===== src/hdl/cpuPkg.sv =====
/*
 * Shared machine constants for the special register unit: word width,
 * register ids and the reset value used by every register block.
 */
`default_nettype none

package cpuPkg;

   localparam int wordWidth  = 16;
   localparam int regIdWidth = 4;
   localparam int bankDepth  = 16;   // entries per base/index bank

   // architectural register ids
   localparam logic [regIdWidth-1:0] regZero    = 4'd0;
   localparam logic [regIdWidth-1:0] regAddress = 4'd1;
   localparam logic [regIdWidth-1:0] regBase    = 4'd2;   // bank
   localparam logic [regIdWidth-1:0] regIndex   = 4'd3;   // bank
   localparam logic [regIdWidth-1:0] regStack   = 4'd4;
   localparam logic [regIdWidth-1:0] regBasePtr = 4'd5;
   localparam logic [regIdWidth-1:0] regInput   = 4'd6;
   localparam logic [regIdWidth-1:0] regOutput  = 4'd7;   // highest legal id

   localparam logic [wordWidth-1:0] wordZero = '0;

endpackage

`default_nettype wire


===== src/hdl/regOpPkg.sv =====
/*
 * Command encoding for the special register unit. One 16-bit command
 * word is read either as a register form or as an immediate form,
 * depending on the opcode in the top four bits.
 */
`default_nettype none

package regOpPkg;

   localparam int opWidth       = 4;
   localparam int immWidth      = cpuPkg::wordWidth - opWidth;   // 12
   localparam int bankIdxWidth  = $clog2(cpuPkg::bankDepth);
   localparam int reservedWidth = immWidth - cpuPkg::regIdWidth - bankIdxWidth;

   localparam logic [opWidth-1:0] opWrite      = 4'd1;
   localparam logic [opWidth-1:0] opRead       = 4'd2;
   localparam logic [opWidth-1:0] opPush       = 4'd3;
   localparam logic [opWidth-1:0] opPop        = 4'd4;
   localparam logic [opWidth-1:0] opSetStack   = 4'd5;
   localparam logic [opWidth-1:0] opSetBasePtr = 4'd6;
   // all other opcodes are illegal

   typedef union packed {
      struct packed {
         logic [opWidth-1:0]              opcode;
         logic [cpuPkg::regIdWidth-1:0]   regId;
         logic [bankIdxWidth-1:0]         bankIdx;
         logic [reservedWidth-1:0]        reserved;
      } regForm;   // write, read
      struct packed {
         logic [opWidth-1:0]  opcode;
         logic [immWidth-1:0] imm;
      } immForm;   // setStack, setBasePtr
   } commandWord;

endpackage

`default_nettype wire


===== src/hdl/indexedBank.sv =====
/*
 * Small register bank with a synchronous write port and a combinational
 * read port on the same address. Instantiated for the base registers
 * and for the index registers.
 */
`default_nettype none

module indexedBank (
   input  logic                              clock,
   input  logic                              reset,
   input  logic                              write,
   input  logic [regOpPkg::bankIdxWidth-1:0] bankAddr,
   input  logic [cpuPkg::wordWidth-1:0]      bankWriteData,
   output logic [cpuPkg::wordWidth-1:0]      bankReadData
);

   import cpuPkg::*;

   logic [wordWidth-1:0] entries [bankDepth];

   // every entry starts at zero after reset
   always_ff @(posedge clock) begin
      if (reset) begin
         for (int i = 0; i < bankDepth; i++) begin
            entries[i] <= wordZero;
         end
      end else if (write) begin
         entries[bankAddr] <= bankWriteData;
      end
   end

   assign bankReadData = entries[bankAddr];

   // a write to an unknown entry would corrupt the whole bank in simulation
   assert property (@(posedge clock) disable iff (reset)
      write |-> !$isunknown(bankAddr));

endmodule

`default_nettype wire


===== src/hdl/ioPorts.sv =====
/*
 * Input and output registers of the special register unit. The input
 * register samples external data on a strobe; the output register is
 * written by commands and announced with a one-cycle strobe.
 */
`default_nettype none

module ioPorts (
   input  logic                         clock,
   input  logic                         reset,
   input  logic                         inputStrobe,
   input  logic [cpuPkg::wordWidth-1:0] inputData,
   input  logic                         inputWrite,
   input  logic                         outputWrite,
   input  logic [cpuPkg::wordWidth-1:0] ioWriteData,
   output logic [cpuPkg::wordWidth-1:0] inputValue,
   output logic [cpuPkg::wordWidth-1:0] outputData,
   output logic                         outputStrobe
);

   import cpuPkg::*;

   logic [wordWidth-1:0] inputReg;
   logic [wordWidth-1:0] outputReg;

   always_ff @(posedge clock) begin
      if (reset) begin
         inputReg <= wordZero;
      end else if (inputWrite) begin
         inputReg <= ioWriteData;   // command beats the strobe
      end else if (inputStrobe) begin
         inputReg <= inputData;
      end
   end

   always_ff @(posedge clock) begin
      if (reset) begin
         outputReg <= wordZero;
      end else if (outputWrite) begin
         outputReg <= ioWriteData;
      end
   end

   // strobe rises together with the new output value
   always_ff @(posedge clock) begin
      if (reset) begin
         outputStrobe <= 1'b0;
      end else begin
         outputStrobe <= outputWrite;
      end
   end

   assign inputValue = inputReg;
   assign outputData = outputReg;

endmodule

`default_nettype wire


===== src/hdl/registerControl.sv =====
/*
 * Command decoder of the special register unit. Turns each accepted
 * command word into write enables for the banks, stack pointer and I/O,
 * keeps the address register and base pointer, and registers read results.
 */
`default_nettype none

module registerControl (
   input  logic                            clock,
   input  logic                            reset,
   input  logic                            cmdValid,
   input  regOpPkg::commandWord            cmdWord,
   input  logic [cpuPkg::wordWidth-1:0]    writeData,
   input  logic [cpuPkg::wordWidth-1:0]    baseReadData,
   input  logic [cpuPkg::wordWidth-1:0]    indexReadData,
   input  logic [cpuPkg::wordWidth-1:0]    stackData,
   input  logic [cpuPkg::wordWidth-1:0]    inputValue,
   input  logic [cpuPkg::wordWidth-1:0]    outputValue,
   output logic                            baseWrite,
   output logic                            indexWrite,
   output logic [regOpPkg::bankIdxWidth-1:0] bankAddr,
   output logic [cpuPkg::wordWidth-1:0]    bankWriteData,
   output logic                            stackInc,
   output logic                            stackDec,
   output logic                            stackLoad,
   output logic [cpuPkg::wordWidth-1:0]    stackLoadData,
   output logic                            inputWrite,
   output logic                            outputWrite,
   output logic [cpuPkg::wordWidth-1:0]    ioWriteData,
   output logic                            readValid,
   output logic [cpuPkg::wordWidth-1:0]    readData,
   output logic                            cmdError
);

   import cpuPkg::*;
   import regOpPkg::*;

   logic [opWidth-1:0]    opcode;
   logic [regIdWidth-1:0] regId;
   logic [wordWidth-1:0]  immValue;
   logic                  opLegal;
   logic                  regLegal;
   logic                  usesReg;
   logic                  isWrite;
   logic                  isRead;
   logic                  isSetStack;
   logic                  isSetBasePtr;
   logic                  isError;
   logic [wordWidth-1:0]  addressReg;
   logic [wordWidth-1:0]  basePtr;
   logic [wordWidth-1:0]  readMux;

   // both views share the opcode field
   assign opcode   = cmdWord.regForm.opcode;
   assign regId    = cmdWord.regForm.regId;
   assign immValue = {{(wordWidth - immWidth){1'b0}}, cmdWord.immForm.imm};   // zero-extend

   assign opLegal  = opcode inside {opWrite, opRead, opPush, opPop, opSetStack, opSetBasePtr};
   assign regLegal = (regId <= regOutput);
   assign usesReg  = (opcode == opWrite) || (opcode == opRead);

   assign isWrite      = cmdValid && (opcode == opWrite) && regLegal;
   assign isRead       = cmdValid && (opcode == opRead) && regLegal;
   assign isSetStack   = cmdValid && (opcode == opSetStack);
   assign isSetBasePtr = cmdValid && (opcode == opSetBasePtr);
   assign isError      = cmdValid && (!opLegal || (usesReg && !regLegal));

   // bank write port, shared address and data
   assign baseWrite     = isWrite && (regId == regBase);
   assign indexWrite    = isWrite && (regId == regIndex);
   assign bankAddr      = cmdWord.regForm.bankIdx;
   assign bankWriteData = writeData;

   // push moves the pointer down, pop moves it up
   assign stackDec      = cmdValid && (opcode == opPush);
   assign stackInc      = cmdValid && (opcode == opPop);
   assign stackLoad     = isSetStack || (isWrite && (regId == regStack));
   assign stackLoadData = isSetStack ? immValue : writeData;

   assign inputWrite  = isWrite && (regId == regInput);
   assign outputWrite = isWrite && (regId == regOutput);
   assign ioWriteData = writeData;

   always_ff @(posedge clock) begin
      if (reset) begin
         addressReg <= wordZero;
         basePtr    <= wordZero;
      end else begin
         if (isWrite && (regId == regAddress))
            addressReg <= writeData;
         if (isSetBasePtr)
            basePtr <= immValue;
         else if (isWrite && (regId == regBasePtr))
            basePtr <= writeData;
      end
   end

   always_comb begin
      case (regId)
         regAddress: readMux = addressReg;
         regBase:    readMux = baseReadData;   // bank entry at bankAddr
         regIndex:   readMux = indexReadData;
         regStack:   readMux = stackData;
         regBasePtr: readMux = basePtr;
         regInput:   readMux = inputValue;
         regOutput:  readMux = outputValue;
         default:    readMux = wordZero;       // zero register
      endcase
   end

   // value sampled before this edge's update
   always_ff @(posedge clock) begin
      if (isRead)
         readData <= readMux;
   end

   always_ff @(posedge clock) begin
      if (reset) begin
         readValid <= 1'b0;
         cmdError  <= 1'b0;
      end else begin
         readValid <= isRead;
         cmdError  <= isError;
      end
   end

   // a response is either data or an error, never both
   assert property (@(posedge clock) disable iff (reset) !(readValid && cmdError));

endmodule

`default_nettype wire


===== src/hdl/specialRegisters.sv =====
/*
 * Top of the special register unit. Connects the command decoder to the
 * base and index banks, the stack pointer and the I/O registers.
 */
`default_nettype none

module specialRegisters (
   input  logic                         clock,
   input  logic                         reset,
   input  logic                         cmdValid,
   input  logic [cpuPkg::wordWidth-1:0] cmdWord,
   input  logic [cpuPkg::wordWidth-1:0] writeData,
   input  logic                         inputStrobe,
   input  logic [cpuPkg::wordWidth-1:0] inputData,
   output logic                         readValid,
   output logic [cpuPkg::wordWidth-1:0] readData,
   output logic                         cmdError,
   output logic                         outputStrobe,
   output logic [cpuPkg::wordWidth-1:0] outputData
);

   import cpuPkg::*;
   import regOpPkg::*;

   logic                    baseWrite;
   logic                    indexWrite;
   logic [bankIdxWidth-1:0] bankAddr;
   logic [wordWidth-1:0]    bankWriteData;
   logic [wordWidth-1:0]    baseReadData;
   logic [wordWidth-1:0]    indexReadData;
   logic                    stackInc;
   logic                    stackDec;
   logic                    stackLoad;
   logic [wordWidth-1:0]    stackLoadData;
   logic [wordWidth-1:0]    stackData;
   logic                    inputWrite;
   logic                    outputWrite;
   logic [wordWidth-1:0]    ioWriteData;
   logic [wordWidth-1:0]    inputValue;

   registerControl control_i (
      .clock, .reset, .cmdValid, .cmdWord, .writeData,
      .baseReadData, .indexReadData, .stackData, .inputValue,
      .outputValue (outputData),   // read back through register 7
      .baseWrite, .indexWrite, .bankAddr, .bankWriteData,
      .stackInc, .stackDec, .stackLoad, .stackLoadData,
      .inputWrite, .outputWrite, .ioWriteData,
      .readValid, .readData, .cmdError
   );

   indexedBank baseBank_i (
      .clock, .reset, .write (baseWrite), .bankAddr, .bankWriteData,
      .bankReadData (baseReadData)
   );

   indexedBank indexBank_i (
      .clock, .reset, .write (indexWrite), .bankAddr, .bankWriteData,
      .bankReadData (indexReadData)
   );

   stackPointer stack_i (
      .clock, .reset, .stackInc, .stackDec, .stackLoad, .stackLoadData, .stackData
   );

   ioPorts io_i (
      .clock, .reset, .inputStrobe, .inputData, .inputWrite, .outputWrite,
      .ioWriteData, .inputValue, .outputData, .outputStrobe
   );

endmodule

`default_nettype wire


===== src/hdl/stackPointer.sv =====
/*
 * Stack pointer of the special register unit. Loaded from a command
 * word or a written value, and moved by one on push and pop with
 * wraparound over the full 16-bit range.
 */
`default_nettype none

module stackPointer (
   input  logic                         clock,
   input  logic                         reset,
   input  logic                         stackInc,
   input  logic                         stackDec,
   input  logic                         stackLoad,
   input  logic [cpuPkg::wordWidth-1:0] stackLoadData,
   output logic [cpuPkg::wordWidth-1:0] stackData
);

   import cpuPkg::*;

   logic [wordWidth-1:0] pointer;

   always_ff @(posedge clock) begin
      if (reset) begin
         pointer <= wordZero;
      end else if (stackLoad) begin
         pointer <= stackLoadData;
      end else if (stackDec) begin
         pointer <= pointer - 1'b1;   // wraps 0 -> ffff
      end else if (stackInc) begin
         pointer <= pointer + 1'b1;   // wraps ffff -> 0
      end
   end

   assign stackData = pointer;

   // decoder issues one command per cycle
   assert property (@(posedge clock) disable iff (reset)
      $onehot0({stackInc, stackDec, stackLoad}));

endmodule

`default_nettype wire


===== config.mk =====
export PLATFORM = sky130hd
export DESIGN_NAME = specialRegisters
export DESIGN_NICKNAME = d
export VERILOG_FILES = /design/src/hdl/cpuPkg.sv /design/src/hdl/regOpPkg.sv /design/src/hdl/indexedBank.sv /design/src/hdl/ioPorts.sv /design/src/hdl/registerControl.sv /design/src/hdl/specialRegisters.sv /design/src/hdl/stackPointer.sv
export SDC_FILE = /design/constraint.sdc
export NUM_CORES = 1
export LEC_CHECK = 0
export ABC_CLOCK_PERIOD_IN_PS = 3480
export BUFFER_PORTS_ARGS = -buffer_cell sky130_fd_sc_hd__buf_2
export CORE_MARGIN = 1.5
export CORE_UTILIZATION = 55
export DETAILED_ROUTE_END_ITERATION = 7
export PLACE_DENSITY = 0.77
export REMOVE_ABC_BUFFERS = 1
export SKIP_CTS_REPAIR_TIMING = 1
export SLEW_MARGIN = 20
export SYNTH_ARGS = -nofsm -noshare
export SYNTH_HDL_FRONTEND = slang
export SYNTH_SLANG_ARGS = --single-unit

===== constraint.sdc =====
create_clock -name clock -period 3.48 [get_ports clock]
set_clock_uncertainty 0.2 [all_clocks]
set_input_delay 0.348 -clock clock [delete_from_list [all_inputs] [get_ports clock]]
set_output_delay 0.348 -clock clock [all_outputs]
set_load 0.005 [all_outputs]

Word-level counts from Yosys, hierarchy flattened
Memory sizes are Yosys's and may differ from the RTL's.
Cells that the tools add are included.
{ "totals": {"ff_bits": 99, "latchBits": 0, "ramBits": 512, "rom_bits": 0, "inputBits": 52, "out_inout_bits": 35, "word_cells": 80, "n_memories": 2} }
{ "classes": {"n_addsub": 2, "multipliers": 0, "n_div": 0, "order_cmp": 1, "n_eq_ne": 13, "n_shift": 0, "n_mux": 23, "n_bitwise": 0, "n_reduce_logical": 29} }
{ "memory_table": {"columns": ["memory", "depth", "word_bits", "rd", "rd_ports_with_merged_regs", "write_ports", "line_no", "rtl"], "rows": [
  ["baseBank_i.entries", 16, 16, 1, 0, 16, "indexedBank.sv:19", "logic [wordWidth-1:0] entries [bankDepth];"],
  ["indexBank_i.entries", 16, 16, 1, 0, 16, "indexedBank.sv:19", null]
]} }
{ "op_table": {"columns": ["cell", "count"], "rows": [
  ["2-to-1 mux 16 bit", 8],
  ["one-hot mux 16 bit (7 select lines)", 1],
  ["OR reduction 16 bit", 2],
  ["equality test 4 x 3 -> 1 bit (second input constant)", 7],
  ["2-to-1 mux 12 bit", 2],
  ["logical AND 1 bit", 17],
  ["adder 16 x 1 -> 16 bit (second input constant)", 1],
  ["equality test 4 x 2 -> 1 bit (second input constant)", 4],
  ["subtractor 16 x 1 -> 16 bit (second input constant)", 1],
  ["2-to-1 mux 1 bit", 10],
  ["equality test 4 x 1 -> 1 bit (second input constant)", 2],
  ["2-to-1 mux 4 bit", 2],
  ["nonzero test 6 bit", 1],
  ["less-or-equal comparator 4 x 3 -> 1 bit (second input constant)", 1],
  ["nonzero test 2 bit", 2],
  ["logical OR 1 bit", 3],
  ["nonzero test 3 bit", 1],
  ["zero test 1 bit", 2],
  ["OR reduction 2 bit", 1]
]} }

Depth between registers and ports, before layout
{ "depth": {"ltp_word": 9, "depth_mapped": 12, "depth_no_buf": 9} }

Cells and area by module
Synthesis repeated with hierarchy kept, for this count alone.
{ "unflattened": {"cells_unflattened": 2127, "area_unflattened_um2": 29363.2} }
{ "by_module_without_submodules": {"columns": ["mod", "n_inst", "cells_per_inst", "area_each_um2", "seq_area_each_um2"], "rows": [
  ["indexedBank", 2, 724, 11576.1, 7687.4],
  ["registerControl", 1, 357, 3342.0, 1161.1],
  ["stackPointer", 1, 197, 1467.7, 320.3],
  ["ioPorts", 1, 125, 1401.3, 660.6]
]} }

Worst setup path before layout
No wires, ideal clock.
{ "synth_path": {"path_type": "input-to-reg", "start": "input cmdWord[12] in the netlist's numbering", "end": "memory baseBank_i.entries[13][0], enable pin", "setup_ps": 411, "arrival_time_ps": 2651, "t_required_ps": 2869, "slack_ps": 217, "stages": 7, "n_path_buf": 3, "cell_sequence": "clkbuf_1 -> nor2b_1 -> and2_1 -> buf_4 -> nand3_1 -> clkbuf_1 -> o21ai_0"} }
{ "synth_lines": {"columns": ["item", "line_no", "rtl"], "rows": [
  ["start: declaration", "specialRegisters.sv:11", "input logic [cpuPkg::wordWidth-1:0] cmdWord,"],
  ["end: declaration", "indexedBank.sv:19", null]
]} }

Worst setup path after layout
{ "layout_path": {"start": "input cmdWord[9] in the netlist's numbering", "end": "register stack_i.pointer[11] (netlist: stack_i.stackData[11])"} }
{ "layout_between": {"elab_chain_cells": 5, "elab_cells_between_ends": 7, "classes_between": "order compare (1); eq/ne (1); mux (1); reduce/logical (4)"} }
{ "layout_rtl": {"columns": ["item", "line_no", "rtl"], "rows": [
  ["less-or-equal comparator 4 x 3 -> 1 bit", "registerControl.sv:59", "assign regLegal = (regId <= regOutput);"],
  ["logical AND 1 bit", "registerControl.sv:62", "assign isWrite = cmdValid && (opcode == opWrite) && regLegal;"],
  ["logical AND 1 bit (*)", "registerControl.sv:77", "assign stackLoad = isSetStack || (isWrite && (regId == regStack));"],
  ["logical OR 1 bit (*)", "registerControl.sv:77", null],
  ["nonzero test 3 bit (no line) / 2-to-1 mux 16 bit (equally long branches)", null, null],
  ["end signal: assignment", "stackPointer.sv:24", "pointer <= wordZero;"],
  ["end signal: assignment", "stackPointer.sv:26", "pointer <= stackLoadData;"],
  ["end signal: assignment", "stackPointer.sv:28", "pointer <= pointer - 1'b1;"],
  ["end: declaration", "stackPointer.sv:20", "logic [wordWidth-1:0] pointer;"]
]} }
Every way passes the cells marked *; elsewhere a longest branch is shown, timed or not.
A chain may end at the register's enable or synchronous reset.

==> results_dict.tcl <==
set metrics [dict create \
    numClockSinks 611 \
    reg2reg_from "stack_i.stackData[1]$_SDFFE_PP0P_" \
    synth_mux_area_share_pct 13.1 \
    grt_max_degree 74 \
    ir_worst_vdd_uv 484 \
    worstMarginPinSlew_ns 0.962 \
    path_clk_slew_ns 0.06 \
    die_w_microns 231 \
    min_path_cells 3 \
    initial_core_util_pct 55.7 \
    placedInstanceArea_sq_um 29900 \
    critical_path_buf_inv_count 2 \
    seq_area_frac_synth_pct 61.2 \
    max_slew_margin_pct 35.6 \
    yosys.area_share.simple_pct 16.5 \
    cpMaxStageDelayCell "nor4b_4" \
    slew_violations 0 \
    avgSynthCellArea_sq_um 13.5 \
    syn_inst 2128 \
    drtIter0Drc 2421 \
    ys_ff_latch 611 \
    ant_nets 0 \
    fin_crit_ns 3.02 \
    critPathMaxFanout 15 \
    crit_family "simple AND/OR/NAND/NOR gates" \
    crit_type "input port to register" \
    die_y_microns 231 \
    synth_compound_area_share_pct 5.83 \
    drive_above_1_share_pct 20.7 \
    required_ns 3.80 \
    multi_input_area_sq_um 10200 \
    rsz0062_at_grt "false" \
    p_leak_nw 11.4 \
    holdCritStartpoint "cmdWord[13]" \
    synth-edff-count 528 \
    firstDrtPassIters 6 \
    fin_cells 2926 \
    synth_top_area_share_pct 55.4 \
    grtUsageTotal_pct 29.0 \
    synthTopCellsByArea "edfxtp_1, and2_1, mux4_2" \
    fp.dieArea_sq_um 53400 \
    via_per_inst 6.39 \
    layout.area.seq_sq_um 17500 \
    grt_pass1_wl_mm 114 \
    clock_path_buffers 3 \
    dp_hpwl_mm 48.1 \
    nets 2246 \
    synth_top_family_by_area "simple AND/OR/NAND/NOR gates" \
    async_flop_share_pct 0 \
    ys.warnings.count 0 \
    ff2ff_path_depth 6 \
    violations "hold timing" \
    clk_latency_ns 0.65 \
    core_sq_um 51400 \
    grt_pass1_vias 18210 \
    cp.depth 7 \
    cts_root_buf "clkbuf_16" \
    cts-buffers-inserted 60 \
    synth.distinct_cells 70 \
    setup.worst_path.start "cmdWord[9]" \
    nFillCells 3751 \
    holdWs_ns -0.0324 \
    min_period_over_period_pct 86.8 \
    synth_xor_area_share_pct 0.153 \
    cp.arrival_ns 3.34 \
    dp.cells 2783 \
    numPortBuffers 86 \
    finalWeightedCongestion 0.931 \
    startpoint_type "input port" \
    htree_levels 2 \
    fin_area_sq_um 32200 \
    max_freq_mhz 331 \
    synth-adder-area-share_pct 0.0437 \
    drc 0 \
    drt-total-wl_mm 77.0 \
    core.rowCount 83 \
    final_util_pct 62.7 \
    synth_top_flop_cell "edfxtp_1" \
    status "finished with violations" \
    slowest_delay_ns 0.69 \
    avgRoutedWirePerCell_microns 26.3 \
    cts_tree "done" \
    min_path_type "input port to register" \
    path_cells "dlygate4sd3_1, buf_2, nor4b_4, nand3_1, o221ai_1, a21oi_1, a211o_1" \
    final-setup-viol-count 0 \
    antenna_found_initial 2 \
    p_per_area_nw_per_um2 502 \
    grt.overflow.total 0 \
    drv_cap 0 \
    io_pins 87 \
    cp-end-kind "register" \
    area_growth_pct 12.5 \
    syn_area_sq_um 28600 \
    final-hold-violation-count 1 \
    post-synth-top-area-cell "edfxtp_1" \
    via_count 18698 \
]
through the flow:
step	worst slack (ns)	total power, mW	TNS [ns]	hold slack, ns
after floorplan	-0.184	9.02	-70.66	0.217
after global placement	0.494	9.60	0	0.242
after detailed placement	0.444	9.65	0	0.247
after CTS	1.02	16.2	0	-0.183
after global routing	0.354	16.6	0	-0.00189
final	0.459	16.2	0	-0.0324
layer usage:
layer,GRT usage [%],up-vias,wire length (microns)
met5,0,-,13
li1,-,8038,-
met1,39.0,9422,29200
met4,12.2,2,2980
met3,5.77,165,7680
met2,46.3,1071,37100
report_power, final:
group | internal [mW] | total (mW) | switching (mW)
sequential | 8.25 | 8.36 | 0.110
combinational | 0.463 | 1.18 | 0.716
clock | 3.82 | 6.65 | 2.83
total | 12.5 | 16.2 | 3.65
logic make-up (layout without fill, tap and decap cells):
| logic type | count (synthesis) | after routing |
|---|---|---|
| adders and majority gates | 1 | 1 |
| xor gates and xnor gates | 5 | 5 |
| AOI/OAI and AO/OA | 248 | 248 |
| and+or+nand+nor | 827 | 827 |
| DFF | 611 | 611 |
| buffers and inverters | 225 | 341 |
| muxes | 211 | 211 |
| other | 0 | 2 |
synthesized netlist by cell type (4+ instances only):
cell / number
clkbuf_1: 172
a211oi_1: 29
a22oi_1: 33
and3_1: 10
or4_1: 4
a222oi_1: 16
nor4_1: 6
nand2b_1: 4
buf_2: 41
dfxtp_1: 83
inv_1: 4
and2_1: 483
nand2_1: 99
mux4_2: 128
edfxtp_1: 528
nand3_1: 37
o31a_1: 5
buf_1: 5
nor2_1: 84
nand4_1: 15
o221ai_1: 7
a21oi_1: 74
o211ai_1: 17
mux2i_1: 50
o21ai_0: 31
xnor2_1: 5
nor3_1: 51
o21ai_1: 4
mux2_2: 32
nor2_2: 4
o22ai_1: 4
a211o_1: 4
worst paths after layout:
| kind | to | slack (ns) |
|---|---|---|
| setup / recovery | stack_i.stackData[11]$_SDFFE_PP0P_ | 0.46 |
| hold / removal | control_i.readValid$_SDFF_PP0_ | -0.03 |
| setup reg to reg | stack_i.stackData[11]$_SDFFE_PP0P_ | 0.97 |
| hold reg to reg | control_i.addressReg[11]$_SDFFE_PP0P_ | 0.26 |
registers in the layout, indices dropped and copies added, names as in the netlist:
signal,count
baseBank_i.entries,256
indexBank_i.entries,256
control_i.addressReg,16
control_i.basePtr,16
control_i.readData,16
io_i.inputValue,16
io_i.outputData,16
stack_i.stackData,16
control_i.cmdError,1
control_i.readValid,1
io_i.outputStrobe,1
final cells by class:
class	count	area share, %
clock buffers	66	4.73
flip-flops and latches	611	54.4
diodes	2	0.0155
well taps	680	2.64
clock inverters	47	1.48
multi-input cells	1292	31.7
repair buffers	224	4.98
inverters	4	0.0466
tightest hold or removal path: cells and delay by family:
family | cells | cell delay (ns)
buffers and inverters | 1 | 0.15
and+or+nand+nor | 2 | 0.24
cells in the final DEF (no fill, tap or decap), drive strengths merged, types with 7 or more instances in the layout:
cell           n
nor3          51
a21oi         74
o21ai         35
o211ai        17
nand4         15
a222oi        16
clkbuf        66
buf          196
nand3         37
mux2          33
dfxtp         83
bufinv         9
edfxtp       528
mux2i         50
and2         483
mux4         128
a22oi         33
o221ai         7
nand2        100
clkinv        35
nor2          88
dlygate4sd3   28
a211oi        29
and3          10
Power figures use the tool's default switching activity.
